[config.mk]
export PLATFORM = sky130hd
export DESIGN_NAME = copy_unit_top
export DESIGN_NICKNAME = d
export VERILOG_FILES = /design/src/rtl/copy_pkg.sv /design/src/rtl/command_arbiter.sv /design/src/rtl/copy_job_control.sv /design/src/rtl/copy_line_buffer.sv /design/src/rtl/copy_read_engine.sv /design/src/rtl/copy_unit_top.sv /design/src/rtl/copy_write_engine.sv
export VERILOG_INCLUDE_DIRS = /design/src /design/src/rtl
export SDC_FILE = /design/constraint.sdc
export NUM_CORES = 1
export LEC_CHECK = 0
export ABC_AREA = 0
export BUFFER_PORTS_ARGS = -buffer_cell sky130_fd_sc_hd__clkbuf_2
export CORE_MARGIN = 4
export CORE_UTILIZATION = 64
export DETAILED_ROUTE_END_ITERATION = 6
export GPL_TIMING_DRIVEN = 0
export PLACE_DENSITY = 0.95
export SETUP_SLACK_MARGIN = 0.2
export SKIP_LAST_GASP = 1
export SLEW_MARGIN = 30
export SYNTH_ARGS = -nofsm -noshare
export SYNTH_HDL_FRONTEND = slang
export SYNTH_HIERARCHICAL = 1
export SYNTH_SLANG_ARGS = --single-unit
[constraint.sdc]
create_clock -name clock -period 12.1 [get_ports clock]
set_input_delay 0.605 -clock clock [delete_from_list [all_inputs] [get_ports clock]]
set_output_delay 0.605 -clock clock [all_outputs]
set_load 0.01 [all_outputs]
[src/rtl/copy_settings.svh]
`ifndef COPY_SETTINGS_SVH
`define COPY_SETTINGS_SVH

////////////////////////////////////////////////////////////
// Copy unit widths and depths
////////////////////////////////////////////////////////////

// Byte address on the command bus
`define CU_ADDR_BITS 64

// One cache line of payload
`define CU_DATA_BITS 64

// Line counts and line indices
`define CU_COUNT_BITS 16

// Address step between consecutive lines
`define CU_LINE_BYTES 8

// Entries in the read data buffer, 2 or more
`define CU_BUF_DEPTH 8

`endif

[src/rtl/copy_pkg.sv]
`include "copy_settings.svh"

package copy_pkg;

	////////////////////////////////////////////////////////////
	// Data types
	////////////////////////////////////////////////////////////

	typedef logic [`CU_ADDR_BITS-1:0] addr_t;

	typedef logic [`CU_DATA_BITS-1:0] line_t;

	typedef logic [`CU_COUNT_BITS-1:0] count_t;

	// Command bus kind
	typedef enum logic {
		CMD_READ,
		CMD_WRITE
	} cmd_kind_t;

	// Job control FSM
	typedef enum logic [1:0] {
		JOB_IDLE,
		JOB_RUN,
		JOB_DONE
	} job_state_t;

endpackage

[src/rtl/command_arbiter.sv]
`timescale 1ns/10ps

module command_arbiter (
	input  logic                clock,
	input  logic                rstn,
	input  logic                cmd_full,
	input  logic                rd_req,
	input  copy_pkg::addr_t     rd_addr,
	input  copy_pkg::count_t    rd_index,
	input  logic                wr_req,
	input  copy_pkg::addr_t     wr_addr,
	input  copy_pkg::count_t    wr_index,
	input  copy_pkg::line_t     wr_data,
	output logic                rd_grant,
	output logic                wr_grant,
	output logic                cmd_valid,
	output copy_pkg::cmd_kind_t cmd_kind,
	output copy_pkg::addr_t     cmd_addr,
	output copy_pkg::count_t    cmd_index,
	output copy_pkg::line_t     cmd_data
);

	// Set when the write engine won the last grant
	logic last_wr;

	////////////////////////////////////////////////////////////
	// Round-robin grant
	////////////////////////////////////////////////////////////

	// On a tie the engine that did not win last goes first
	assign rd_grant = !cmd_full && rd_req && (!wr_req || last_wr);
	assign wr_grant = !cmd_full && wr_req && (!rd_req || !last_wr);

	always_ff @(posedge clock or negedge rstn) begin
		if (!rstn) begin
			last_wr   <= 1'b0;
			cmd_valid <= 1'b0;
			cmd_kind  <= copy_pkg::CMD_READ;
		end else begin
			cmd_valid <= rd_grant || wr_grant;
			if (rd_grant || wr_grant) begin
				last_wr  <= wr_grant;
				cmd_kind <= wr_grant ? copy_pkg::CMD_WRITE : copy_pkg::CMD_READ;
			end
		end
	end

	////////////////////////////////////////////////////////////
	// Command payload
	////////////////////////////////////////////////////////////

	always_ff @(posedge clock) begin
		if (rd_grant || wr_grant) begin
			cmd_addr  <= wr_grant ? wr_addr : rd_addr;
			cmd_index <= wr_grant ? wr_index : rd_index;
			cmd_data  <= wr_data;
		end
	end

endmodule

[src/rtl/copy_job_control.sv]
`timescale 1ns/10ps
`include "copy_settings.svh"

module copy_job_control (
	input  logic                        clock,
	input  logic                        rstn,
	input  logic                        enabled,
	input  logic                        job_start,
	input  copy_pkg::addr_t             job_src,
	input  copy_pkg::addr_t             job_dst,
	input  copy_pkg::count_t            job_size,
	input  logic                        rdata_valid,
	input  logic                        wrsp_valid,
	output logic                        start,
	output copy_pkg::addr_t             src_addr,
	output copy_pkg::addr_t             dst_addr,
	output copy_pkg::count_t            size,
	output logic [2*`CU_COUNT_BITS-1:0] status,
	output logic                        running,
	output logic                        done
);

	copy_pkg::job_state_t state;
	copy_pkg::count_t     rd_count;
	copy_pkg::count_t     wr_count;
	copy_pkg::count_t     rd_count_next;
	copy_pkg::count_t     wr_count_next;
	logic                 accept;

	// Jobs are taken only when idle or finished
	assign accept = enabled && job_start && (state != copy_pkg::JOB_RUN);

	assign rd_count_next = rd_count + copy_pkg::count_t'(rdata_valid);
	assign wr_count_next = wr_count + copy_pkg::count_t'(wrsp_valid);

	////////////////////////////////////////////////////////////
	// Descriptor latch
	////////////////////////////////////////////////////////////

	always_ff @(posedge clock) begin
		if (accept) begin
			src_addr <= job_src;
			dst_addr <= job_dst;
			size     <= job_size;
		end
	end

	////////////////////////////////////////////////////////////
	// Job FSM and completion counters
	////////////////////////////////////////////////////////////

	always_ff @(posedge clock or negedge rstn) begin
		if (!rstn) begin
			state    <= copy_pkg::JOB_IDLE;
			start    <= 1'b0;
			rd_count <= '0;
			wr_count <= '0;
		end else begin
			start <= accept;
			if (accept) begin
				state    <= copy_pkg::JOB_RUN;
				rd_count <= '0;
				wr_count <= '0;
			end else if (state == copy_pkg::JOB_RUN) begin
				rd_count <= rd_count_next;
				wr_count <= wr_count_next;
				// Finish on the edge after the last counted event
				if ((rd_count_next == size) && (wr_count_next == size))
					state <= copy_pkg::JOB_DONE;
			end
		end
	end

	// Write count high, read count low
	assign status  = {wr_count, rd_count};
	assign running = (state == copy_pkg::JOB_RUN);
	assign done    = (state == copy_pkg::JOB_DONE);

endmodule

[src/rtl/copy_line_buffer.sv]
`timescale 1ns/10ps
`include "copy_settings.svh"

module copy_line_buffer #(
	parameter int depth = `CU_BUF_DEPTH
) (
	input  logic                         clock,
	input  logic                         rstn,
	input  logic                         push,
	input  copy_pkg::line_t              push_data,
	input  copy_pkg::count_t             push_index,
	input  logic                         buf_pop,
	output copy_pkg::line_t              head_data,
	output copy_pkg::count_t             head_index,
	output logic                         buf_empty,
	output logic [$clog2(depth+1)-1:0]   buf_count
);

	localparam int PTR_BITS = $clog2(depth);

	copy_pkg::line_t  data_mem  [depth];
	copy_pkg::count_t index_mem [depth];
	logic [PTR_BITS-1:0] wr_ptr;
	logic [PTR_BITS-1:0] rd_ptr;

	// Head is valid whenever the buffer holds a line
	assign head_data  = data_mem[rd_ptr];
	assign head_index = index_mem[rd_ptr];
	assign buf_empty  = (buf_count == '0);

	////////////////////////////////////////////////////////////
	// Storage
	////////////////////////////////////////////////////////////

	always_ff @(posedge clock) begin
		if (push) begin
			data_mem[wr_ptr]  <= push_data;
			index_mem[wr_ptr] <= push_index;
		end
	end

	////////////////////////////////////////////////////////////
	// Pointers and occupancy
	////////////////////////////////////////////////////////////

	always_ff @(posedge clock or negedge rstn) begin
		if (!rstn) begin
			wr_ptr    <= '0;
			rd_ptr    <= '0;
			buf_count <= '0;
		end else begin
			// Explicit wrap so any depth works
			if (push)
				wr_ptr <= (wr_ptr == PTR_BITS'(depth - 1)) ? '0 : wr_ptr + 1'b1;
			if (buf_pop)
				rd_ptr <= (rd_ptr == PTR_BITS'(depth - 1)) ? '0 : rd_ptr + 1'b1;
			case ({push, buf_pop})
				2'b10:   buf_count <= buf_count + 1'b1;
				2'b01:   buf_count <= buf_count - 1'b1;
				default: buf_count <= buf_count;
			endcase
		end
	end

endmodule

[src/rtl/copy_read_engine.sv]
`timescale 1ns/10ps
`include "copy_settings.svh"

module copy_read_engine (
	input  logic                               clock,
	input  logic                               rstn,
	input  logic                               start,
	input  copy_pkg::addr_t                    src_addr,
	input  copy_pkg::count_t                   size,
	input  logic [$clog2(`CU_BUF_DEPTH+1)-1:0] buf_count,
	input  logic                               rdata_valid,
	input  logic                               rd_grant,
	output logic                               rd_req,
	output copy_pkg::addr_t                    rd_addr,
	output copy_pkg::count_t                   rd_index
);

	localparam int CREDIT_BITS = $clog2(`CU_BUF_DEPTH + 1);

	logic                   active;
	logic [CREDIT_BITS-1:0] outstanding;
	logic [CREDIT_BITS:0]   credit_used;

	// Reads in flight plus lines already buffered
	assign credit_used = {1'b0, outstanding} + {1'b0, buf_count};

	// Credit only shrinks on a grant, so the request holds until granted
	assign rd_req  = active && (credit_used < `CU_BUF_DEPTH);
	assign rd_addr = src_addr + copy_pkg::addr_t'(rd_index) * copy_pkg::addr_t'(`CU_LINE_BYTES);

	always_ff @(posedge clock or negedge rstn) begin
		if (!rstn) begin
			active      <= 1'b0;
			rd_index    <= '0;
			outstanding <= '0;
		end else begin
			if (start) begin
				active   <= 1'b1;
				rd_index <= '0;
			end else if (rd_grant) begin
				if (rd_index == size - 1'b1)
					active <= 1'b0;
				rd_index <= rd_index + 1'b1;
			end
			case ({rd_grant, rdata_valid})
				2'b10:   outstanding <= outstanding + 1'b1;
				2'b01:   outstanding <= outstanding - 1'b1;
				default: outstanding <= outstanding;
			endcase
		end
	end

endmodule

[src/rtl/copy_unit_top.sv]
`timescale 1ns/10ps
`include "copy_settings.svh"

module copy_unit_top (
	input  logic                        clock,
	input  logic                        rstn,
	input  logic                        enabled,
	input  logic                        job_start,
	input  copy_pkg::addr_t             job_src,
	input  copy_pkg::addr_t             job_dst,
	input  copy_pkg::count_t            job_size,
	input  logic                        cmd_full,
	input  logic                        rdata_valid,
	input  copy_pkg::line_t             rdata,
	input  copy_pkg::count_t            rdata_index,
	input  logic                        wrsp_valid,
	output logic                        cmd_valid,
	output copy_pkg::cmd_kind_t         cmd_kind,
	output copy_pkg::addr_t             cmd_addr,
	output copy_pkg::count_t            cmd_index,
	output copy_pkg::line_t             cmd_data,
	output logic [2*`CU_COUNT_BITS-1:0] status,
	output logic                        running,
	output logic                        done
);

	localparam int COUNT_BITS = $clog2(`CU_BUF_DEPTH + 1);

	// Job descriptor
	logic             start;
	copy_pkg::addr_t  src_addr;
	copy_pkg::addr_t  dst_addr;
	copy_pkg::count_t size;

	// Read side
	logic             rd_req;
	logic             rd_grant;
	copy_pkg::addr_t  rd_addr;
	copy_pkg::count_t rd_index;

	// Buffer to write side
	logic                  buf_pop;
	logic                  buf_empty;
	logic [COUNT_BITS-1:0] buf_count;
	copy_pkg::line_t       head_data;
	copy_pkg::count_t      head_index;

	// Write side
	logic             wr_req;
	logic             wr_grant;
	copy_pkg::addr_t  wr_addr;
	copy_pkg::count_t wr_index;
	copy_pkg::line_t  wr_data;

	////////////////////////////////////////////////////////////
	// Job control
	////////////////////////////////////////////////////////////

	copy_job_control copy_job_control_inst (
		.clock      (clock      ),
		.rstn       (rstn       ),
		.enabled    (enabled    ),
		.job_start  (job_start  ),
		.job_src    (job_src    ),
		.job_dst    (job_dst    ),
		.job_size   (job_size   ),
		.rdata_valid(rdata_valid),
		.wrsp_valid (wrsp_valid ),
		.start      (start      ),
		.src_addr   (src_addr   ),
		.dst_addr   (dst_addr   ),
		.size       (size       ),
		.status     (status     ),
		.running    (running    ),
		.done       (done       )
	);

	////////////////////////////////////////////////////////////
	// Engines and line buffer
	////////////////////////////////////////////////////////////

	copy_read_engine copy_read_engine_inst (
		.clock      (clock      ),
		.rstn       (rstn       ),
		.start      (start      ),
		.src_addr   (src_addr   ),
		.size       (size       ),
		.buf_count  (buf_count  ),
		.rdata_valid(rdata_valid),
		.rd_grant   (rd_grant   ),
		.rd_req     (rd_req     ),
		.rd_addr    (rd_addr    ),
		.rd_index   (rd_index   )
	);

	copy_line_buffer #(
		.depth(`CU_BUF_DEPTH)
	) copy_line_buffer_inst (
		.clock     (clock      ),
		.rstn      (rstn       ),
		.push      (rdata_valid),
		.push_data (rdata      ),
		.push_index(rdata_index),
		.buf_pop   (buf_pop    ),
		.head_data (head_data  ),
		.head_index(head_index ),
		.buf_empty (buf_empty  ),
		.buf_count (buf_count  )
	);

	copy_write_engine copy_write_engine_inst (
		.clock     (clock     ),
		.rstn      (rstn      ),
		.dst_addr  (dst_addr  ),
		.buf_empty (buf_empty ),
		.head_data (head_data ),
		.head_index(head_index),
		.wr_grant  (wr_grant  ),
		.buf_pop   (buf_pop   ),
		.wr_req    (wr_req    ),
		.wr_addr   (wr_addr   ),
		.wr_index  (wr_index  ),
		.wr_data   (wr_data   )
	);

	////////////////////////////////////////////////////////////
	// Shared command bus
	////////////////////////////////////////////////////////////

	command_arbiter command_arbiter_inst (
		.clock    (clock    ),
		.rstn     (rstn     ),
		.cmd_full (cmd_full ),
		.rd_req   (rd_req   ),
		.rd_addr  (rd_addr  ),
		.rd_index (rd_index ),
		.wr_req   (wr_req   ),
		.wr_addr  (wr_addr  ),
		.wr_index (wr_index ),
		.wr_data  (wr_data  ),
		.rd_grant (rd_grant ),
		.wr_grant (wr_grant ),
		.cmd_valid(cmd_valid),
		.cmd_kind (cmd_kind ),
		.cmd_addr (cmd_addr ),
		.cmd_index(cmd_index),
		.cmd_data (cmd_data )
	);

endmodule

[src/rtl/copy_write_engine.sv]
`timescale 1ns/10ps
`include "copy_settings.svh"

module copy_write_engine (
	input  logic             clock,
	input  logic             rstn,
	input  copy_pkg::addr_t  dst_addr,
	input  logic             buf_empty,
	input  copy_pkg::line_t  head_data,
	input  copy_pkg::count_t head_index,
	input  logic             wr_grant,
	output logic             buf_pop,
	output logic             wr_req,
	output copy_pkg::addr_t  wr_addr,
	output copy_pkg::count_t wr_index,
	output copy_pkg::line_t  wr_data
);

	// Take a new line only with no write pending
	assign buf_pop = !wr_req && !buf_empty;

	// Same line index as the source, in the destination region
	assign wr_addr = dst_addr + copy_pkg::addr_t'(wr_index) * copy_pkg::addr_t'(`CU_LINE_BYTES);

	////////////////////////////////////////////////////////////
	// Held write request
	////////////////////////////////////////////////////////////

	always_ff @(posedge clock or negedge rstn) begin
		if (!rstn) begin
			wr_req <= 1'b0;
		end else begin
			if (buf_pop)
				wr_req <= 1'b1;
			else if (wr_grant)
				wr_req <= 1'b0;
		end
	end

	// Line and index captured from the buffer head
	always_ff @(posedge clock) begin
		if (buf_pop) begin
			wr_data  <= head_data;
			wr_index <= head_index;
		end
	end

endmodule

Word level (Yosys, flattened, before mapping). Memories as Yosys holds them, arrays and structs flattened. A register that Yosys moved wholly into a read port is not among the register bits. Index checks and enable logic that the tools add are counted.

Register bits after elaboration: 358. Memories: 2. Word-level logic and storage cells: 98. Bits in writable memories: 640. Output and inout bits: 180.

Multiplexer cells: 23. Reduce and logical (&&, ||, !) cells: 27. $add $sub $neg: 13. Equal/unequal tests: 12. Order comparisons: 1.

Memories: copy_line_buffer_inst.data_mem (words 8, width 64, read ports 1, clocked after Yosys merged registers in 1, wr ports 1, RTL line copy_line_buffer.sv:21) `copy_pkg::line_t data_mem [depth];`; copy_line_buffer_inst.index_mem (words 8, width 16, read ports 1, clocked after Yosys merged registers in 1, wr ports 1, RTL line copy_line_buffer.sv:22) `copy_pkg::count_t index_mem [depth];`.

Operators by type and width (number): 64-bit by 19-bit adder with 64-bit output (2); 16-bit 2-to-1 mux (7); 64-bit 2-to-1 mux (1); 16-bit equality test (3); 16-bit by 1-bit adder with 16-bit output (2); 16-bit by 1-bit adder with 16-bit output (second input constant) (1); 4-bit one-hot mux with 2 select lines (2); 16-bit by 1-bit subtractor with 16-bit output (second input constant) (1); 2-bit nonzero test (7); 1-bit logical AND (9); 4-bit by 1-bit adder with 4-bit output (second input constant) (2); 1-bit 2-to-1 mux (8); 4-bit by 1-bit subtractor with 4-bit output (second input constant) (2); 3-bit by 1-bit adder with 3-bit output (second input constant) (2); 2-bit by 1-bit equality test with 1-bit output (second input constant) (3); 2-bit equality test (second input constant) (3); 3-bit equality test (second input constant) (2); 2-bit 2-to-1 mux (3); 3-bit 2-to-1 mux (2); 4-bit by 4-bit adder with 5-bit output (1); 1-bit zero test (5); 5-bit by 4-bit less-than comparator with 1-bit output (second input constant) (1); 4-bit zero test (1); 2-bit AND reduction (2); 2 further kinds (4).

Depth between registers and ports, before layout.
Word-level depth: 8. Gate-level depth with buffers: 14.

Cells and area by module. The synthesis kept the hierarchy.

By module, submodules not included: copy_line_buffer (seq. area each 19468.7 µm², cells an instance 980, times used 1, area an instance 24985.2 µm²); copy_job_control (seq. area each 5200.0 µm², cells an instance 485, times used 1, area an instance 7079.3 µm²); command_arbiter (seq. area each 4374.2 µm², cells an instance 245, times used 1, area an instance 5721.7 µm²); copy_write_engine (seq. area each 2427.3 µm², cells an instance 365, times used 1, area an instance 4389.2 µm²); copy_read_engine (seq. area each 525.5 µm², cells an instance 475, times used 1, area an instance 3659.8 µm²).

Worst setup path after synthesis. No wires, ideal clock.

Path kind: register -> register. Start: register copy_line_buffer_inst.buf_count[3]. End: register command_arbiter_inst.cmd_valid. Clock period less this slack: 8.326 ns. Slack: 3.774 ns. Buffers on the path: 0. Arrival: 7.570 ns. Library setup time: 0.756 ns. Data required time: 11.344 ns. Cell stages (with the launch flop): 6. Cell sequence: dfrtp_1 > ha_1 > or4b_2 > a21oi_1 > nor2_1 > nor2_1.

Longest elaborated chain between the ends: 7. Elaborated cells between the ends (all ways): 9. Those cells by class: 1 x add/sub; 1 x order compare; 7 x reduce/logical.

RTL lines: start: declaration (RTL line copy_line_buffer.sv:16) `output logic [$clog2(depth+1)-1:0] buf_count`; start signal: assignment (RTL line copy_line_buffer.sv:58) `2'b10: buf_count <= buf_count + 1'b1;`; start signal: assignment (RTL line copy_line_buffer.sv:59) `2'b01: buf_count <= buf_count - 1'b1;`; start signal: assignment (RTL line copy_line_buffer.sv:60) `default: buf_count <= buf_count;`; 4-bit by 4-bit adder with 5-bit output * (RTL line copy_read_engine.sv:25) `assign credit_used = {1'b0, outstanding} + {1'b0, buf_count};`; 5-bit by 4-bit less-than comparator with 1-bit output (no source line) *; 1-bit logical AND * (RTL line copy_read_engine.sv:28) `` assign rd_req = active && (credit_used < `CU_BUF_DEPTH); ``; net rd_req (RTL line copy_unit_top.sv:36) `logic rd_req;`; 1-bit zero test (RTL line command_arbiter.sv:32) `assign wr_grant = !cmd_full && wr_req && (!rd_req || !last_wr);`; 1-bit logical OR (RTL line command_arbiter.sv:32); 1-bit logical AND (RTL line command_arbiter.sv:32); 1-bit logical OR * (RTL line command_arbiter.sv:40) `cmd_valid <= rd_grant || wr_grant;`; end signal: assignment (RTL line command_arbiter.sv:40); end: declaration (RTL line command_arbiter.sv:16) `output logic cmd_valid,`.

The timed path passes the listed nets; every way through them passes the cells marked *. A chain may end at the register's enable or synchronous reset.

Worst setup path in the final report.
Start: register copy_read_engine_inst.rd_index[0]. End: register command_arbiter_inst.cmd_addr[63] (data pin).

Longest elaborated chain between the ends: 2.

RTL lines: start: declaration (RTL line copy_read_engine.sv:15) `output copy_pkg::count_t rd_index`; start signal: assignment (RTL line copy_read_engine.sv:43) `rd_index <= rd_index + 1'b1;`; 64-bit by 19-bit adder with 64-bit output (RTL line copy_read_engine.sv:29) `` assign rd_addr = src_addr + copy_pkg::addr_t'(rd_index) * copy_pkg::addr_t'(`CU_LINE_BYTES); ``; net rd_addr[63] (RTL line copy_unit_top.sv:38) `copy_pkg::addr_t rd_addr;`; 64-bit 2-to-1 mux (RTL line command_arbiter.sv:54) `cmd_addr <= wr_grant ? wr_addr : rd_addr;`; end signal: assignment (RTL line command_arbiter.sv:54); end: declaration (RTL line command_arbiter.sv:18) `output copy_pkg::addr_t cmd_addr,`.

The timed path passes the listed nets, and every way through them passes these cells.

==> impl.org <==
** Logic synthesis
- The most used flip-flop cell after synthesis is edfxtp_1.
- Xor and xnor fraction of the mapped netlist area :: 3.69%
- Summing the areas of all fa, ha and maj instances in the mapped netlist gives 1.52% of the synthesized area.
- Fraction of the mapped netlist area in simple logic gates :: 6.26%
- Distinct cell type count after synthesis :: 91
- Compound-gate portion of the synthesized area :: 3.52%
- Mux contribution to synthesized area :: 13.4%
- Of the post-synthesis cell area, the dominant cell type holds 66.0%.
- By area, the combinational part of the netlist is dominated by multiplexers.
- By area the synthesized netlist is led by edfxtp_1 (66%), mux4_2 (7.4%), mux2_4 (5.1%), dfrtp_1 (3.8%), xnor2_1 (2.3%).
- Post-synth net total :: 2835
- Yosys mapped a number of flops with a built-in enable equal to 1008.
- Summed instance area of the synthesized netlist :: 45800 µm²
- Synthesized instance count :: 2550
- Sequential elements use 69.8% of the synthesized area.
- Yosys Warn Count :: 6
- Synthesis-stage register bit count :: 1077
- Cell taking the most area after synthesis :: edfxtp_1
- For this run, asynchronously set or reset flops after synthesis account for 6.41%.
- Synthesized area divided by synthesized cell count :: 18.0 µm²

** Timing
- Timing-limited maximum frequency :: 257 MHz
- Setup repair after global routing left no endpoint under its margin.
- The final-report max-slew violation count came to 0.
- Setup slack of the critical path after layout :: 8.21 ns
- Clock skew :: 0.0409 ns
- Headroom to the max-slew limit came out at 26.4%.
- Counting I/O delays and the setup requirement, the final critical path takes 3.89 ns.
- The final critical path takes up 32.2% of the cycle.
- At the pin with the least slew margin, the transition time is 1.10 ns.
- Setup Viol. Count Final :: 0
- Final hold violation count :: 0

** Placement
- The number of placed instances, taps included, is 3977.
- Hpwl dp :: 84900 µm
- RD Place Congestion :: 0.949
- Port Buf Inserts :: 410
- Setup Slack @ Placement :: 8.38 ns

** Cells and area
- Compared with the post-synthesis result, the final layout area differs by 18.5%.
- Fraction of final layout cells sized beyond drive strength 1 :: 33.6%
- Post-layout net count :: 3429
- Fin cells :: 4182

** Clock tree
- Deepest level of the CTS H-tree :: 3
- Maximum count of clock buffers along a single path :: 3
- Clock buffers created by TritonCTS :: 104
- TritonCTS built the clock tree.
- Number of sinks driven by the clock tree :: 1077
- CTS placed an instance of clkbuf_16 at the clock tree root.
- The number of setup buffers added after CTS is 0.
- Clock-pin slew on the worst setup and hold paths :: 0.07 ns
- Clk_lat worst skew :: 0.69 ns

** Die
- The floorplan step set the die width to 276 µm.
- # rows :: 97
- Number of ports placed on the die boundary :: 411
- The core region is 70500 µm².
- Vertical die dimension :: 276 µm
- The initial utilization of the core area, before any placement, comes to 65.0%.
- Die Area :: 76000 µm²

** Worst setup path
- Crit path kind :: flip-flop to flip-flop
- Crit path max fanout :: 10
- Category of the worst setup path capture point :: flip-flop
- Data required, critical path :: 12.51 ns
- Critical path startpoint category :: flip-flop
- End of the worst register-to-register path :: command_arbiter_inst/cmd_addr[63]
- Data arrival, critical path :: 4.31 ns
- RR Startpoint :: copy_read_engine_inst/rd_index[0]
- Critical Path Sink :: command_arbiter_inst/cmd_addr[63]
- For flop-to-flop paths, the worst setup slack is 8.21 ns.
- Startpoint of the most critical setup path :: copy_read_engine_inst/rd_index[0]
- Number of cell instances on the worst register-to-register path :: 10

** Power and ir drop
- Total power divided by cell area :: 226 nW/µm²
- In this run, the clock network consumes 27.9% of the power.
- Total leakage power :: 19.8 nW
- Net switching is 30.0% of the power.
- Cell-internal power :: 8.59 mW
- Portion of total power attributed to combinational logic :: 29.4%
- In this run the power spent charging and discharging nets is 3.68 mW.
- Sequential share of power :: 42.7%
- Maximum vdd ir drop :: 230 µV

** Global routing
- Initial antenna violation count :: 19
- The first global-routing pass estimated 186000 µm of wire.
- For this run, the total global-route usage over all layers was measured as 33.8%.
- The via count of the first global-routing pass is 27489.
- For this run the aggregate overflow at the end of global routing stands at 0.
- Entering global routing, the biggest net connects 70 pins.

** Run status
- The final reports fail on DRC.
- The run finished, with violations left.

** Route
- Total Routed Length :: 129000 µm
- Via count :: 27596
- In the final routed layout, each cell accounts on average for 30.9 µm.
- First-iteration detailed-routing DRC count :: 3814
- DR DRC count :: 3
- Initial DRT Pass Iterations :: 7
- The count of nets left with antenna violations once routing finished came out at 0.
- Dividing the detail-routed via count by the number of cells gives 6.60.

** Worst hold path
- Worst min-delay path category :: input port to flip-flop

** Flow run
- Max-cap violations in this run came to 0.
## stage by stage
step	instance area, µm²	utilization (%)	power (mW)	hold WS (ns)	TNS (ns)
6_report	54300	77.1	12.3	0.0908	0
5_1_grt	54300	77.0	12.7	0.0714	0
4_1_cts	54300	77.0	12.3	0.0682	0
3_5_place_dp	50700	71.9	8.78	0.405	0
3_3_place_gp	49100	69.6	8.48	0.404	-69.93
2_1_floorplan	45800	-	7.50	0.309	0
## kinds of logic (layout without fill, tap and decap cells)
kind of cell             after synthesis  count (layout)
flip-flops                          1077            1077
AND/OR/NAND/NOR                      514             514
multiplexers                         332             332
AO/OA/AOI/OAI                        251             251
XOR/XNOR                             193             193
buffers and inverters                129             810
adder cells (fa/ha/maj)               54              54
other                                  0              11
## Yosys cell counts (9+ instances only)
library cell / instances
edfxtp_1: 1008
mux2_4: 157
mux4_2: 150
nand2_1: 121
xnor2_1: 120
nor2_1: 111
xor2_1: 73
dfrtp_1: 69
o21ai_0: 69
a21oi_1: 64
nand4_1: 55
ha_1: 51
nand3_1: 50
clkbuf_1: 34
buf_2: 32
inv_1: 26
and3_1: 24
nor3_1: 24
a21o_1: 21
and4_1: 14
or3_1: 14
and2_1: 13
buf_6: 13
a31oi_1: 12
buf_4: 10
mux4_1: 10
o211ai_1: 10
buf_12: 9
nand2b_1: 9
nor4_1: 9
## cell usage in the layout, fill, tap and decap left out, types with 19 or more instances in the layout
cell type | synthesis | final
a21o_1 | 21 | 21
a21oi_1 | 64 | 64
and3_1 | 24 | 24
buf_16 | 0 | 45
buf_2 | 32 | 32
buf_4 | 10 | 34
clkbuf_1 | 34 | 51
clkbuf_16 | 0 | 104
clkbuf_2 | 0 | 411
clkinv_2 | 0 | 19
dfrtp_1 | 69 | 69
edfxtp_1 | 1008 | 1008
ha_1 | 51 | 51
inv_1 | 26 | 26
mux2_4 | 157 | 157
mux4_2 | 150 | 150
nand2_1 | 121 | 121
nand3_1 | 50 | 50
nand4_1 | 55 | 55
nor2_1 | 111 | 102
nor3_1 | 24 | 21
o21ai_0 | 69 | 69
xnor2_1 | 120 | 120
xor2_1 | 73 | 73
## critical path, cell delays in order (launching register included)
cell      delay [ns]
dfrtp_1         0.52
ha_1            0.29
fa_1            0.45
a211oi_1        0.38
nor3_1          0.12
o21ai_0         0.32
nand3_1         0.48
clkbuf_1        0.42
nand3_1         0.26
xnor2_1         0.11
mux2_4          0.27
## flip-flops by register name, summed over array words and instances (netlist names), 16 cells and up
| name | cells |
|---|---|
| command_arbiter_inst/cmd_addr | 64 |
| command_arbiter_inst/cmd_data | 64 |
| command_arbiter_inst/cmd_index | 16 |
| copy_job_control_inst/dst_addr | 64 |
| copy_job_control_inst/rd_count | 16 |
| copy_job_control_inst/size | 16 |
| copy_job_control_inst/src_addr | 64 |
| copy_job_control_inst/wr_count | 16 |
| copy_line_buffer_inst/data_mem | 512 |
| copy_line_buffer_inst/index_mem | 128 |
| copy_read_engine_inst/rd_index | 16 |
| copy_write_engine_inst/wr_data | 64 |
| copy_write_engine_inst/wr_index | 16 |
## metal layers
layer	routed length, µm	track usage [%]	share of wire (%)	vias up
met2	64500	56.7	50	1836
li1	-	-	-	11368
met5	101	0	0.078	-
met1	46700	44.6	36	14015
met3	12900	7.51	10	361
met4	4910	11.3	3.8	16
## what timing repair did
item                                   in CTS  in global routing
setup endpoints to repair                   0                  0
hold buffers                                1                  0
gates resized for setup                     0                  0
endpoints found under the hold margin      69                  0
## power by group through the flow
stage	combinational (mW)	sequential, mW	clock (mW)
after CTS	3.60	5.23	3.46
after detailed placement	3.51	5.27	0
final	3.61	5.24	3.42
after global placement	3.10	5.38	0
after floorplan	2.19	5.31	0
after global routing	3.77	5.26	3.63
## worst min-delay path by stage
stage                                        from                            endpoint  slack (ns)  depth (start not counted)
2_1_floorplan                                rstn       command_arbiter_inst/cmd_kind        0.31                          0
3_5_place_dp   copy_write_engine_inst/wr_data[62]   command_arbiter_inst/cmd_data[62]        0.40                          0
4_1_cts                               job_dst[38]  copy_job_control_inst/dst_addr[38]        0.07                          1
6_report                              job_src[59]  copy_job_control_inst/src_addr[59]        0.09                          1
5_1_grt                               job_src[59]  copy_job_control_inst/src_addr[59]        0.07                          1
3_3_place_gp   copy_write_engine_inst/wr_data[11]   command_arbiter_inst/cmd_data[11]        0.40                          0
## cell type report
cell class | instances | area (µm²)
antenna | 11 | 27.5
buffer | 103 | 714
clock buffer | 122 | 2670
clock inverter | 71 | 937
fill | 3792 | 16200
inverter | 26 | 97.6
multi-input combinational | 1344 | 13100
sequential | 1077 | 32000
tap | 940 | 1180
timing repair buffer | 488 | 3590
Note: power is estimated with default switching activity, not from simulation.
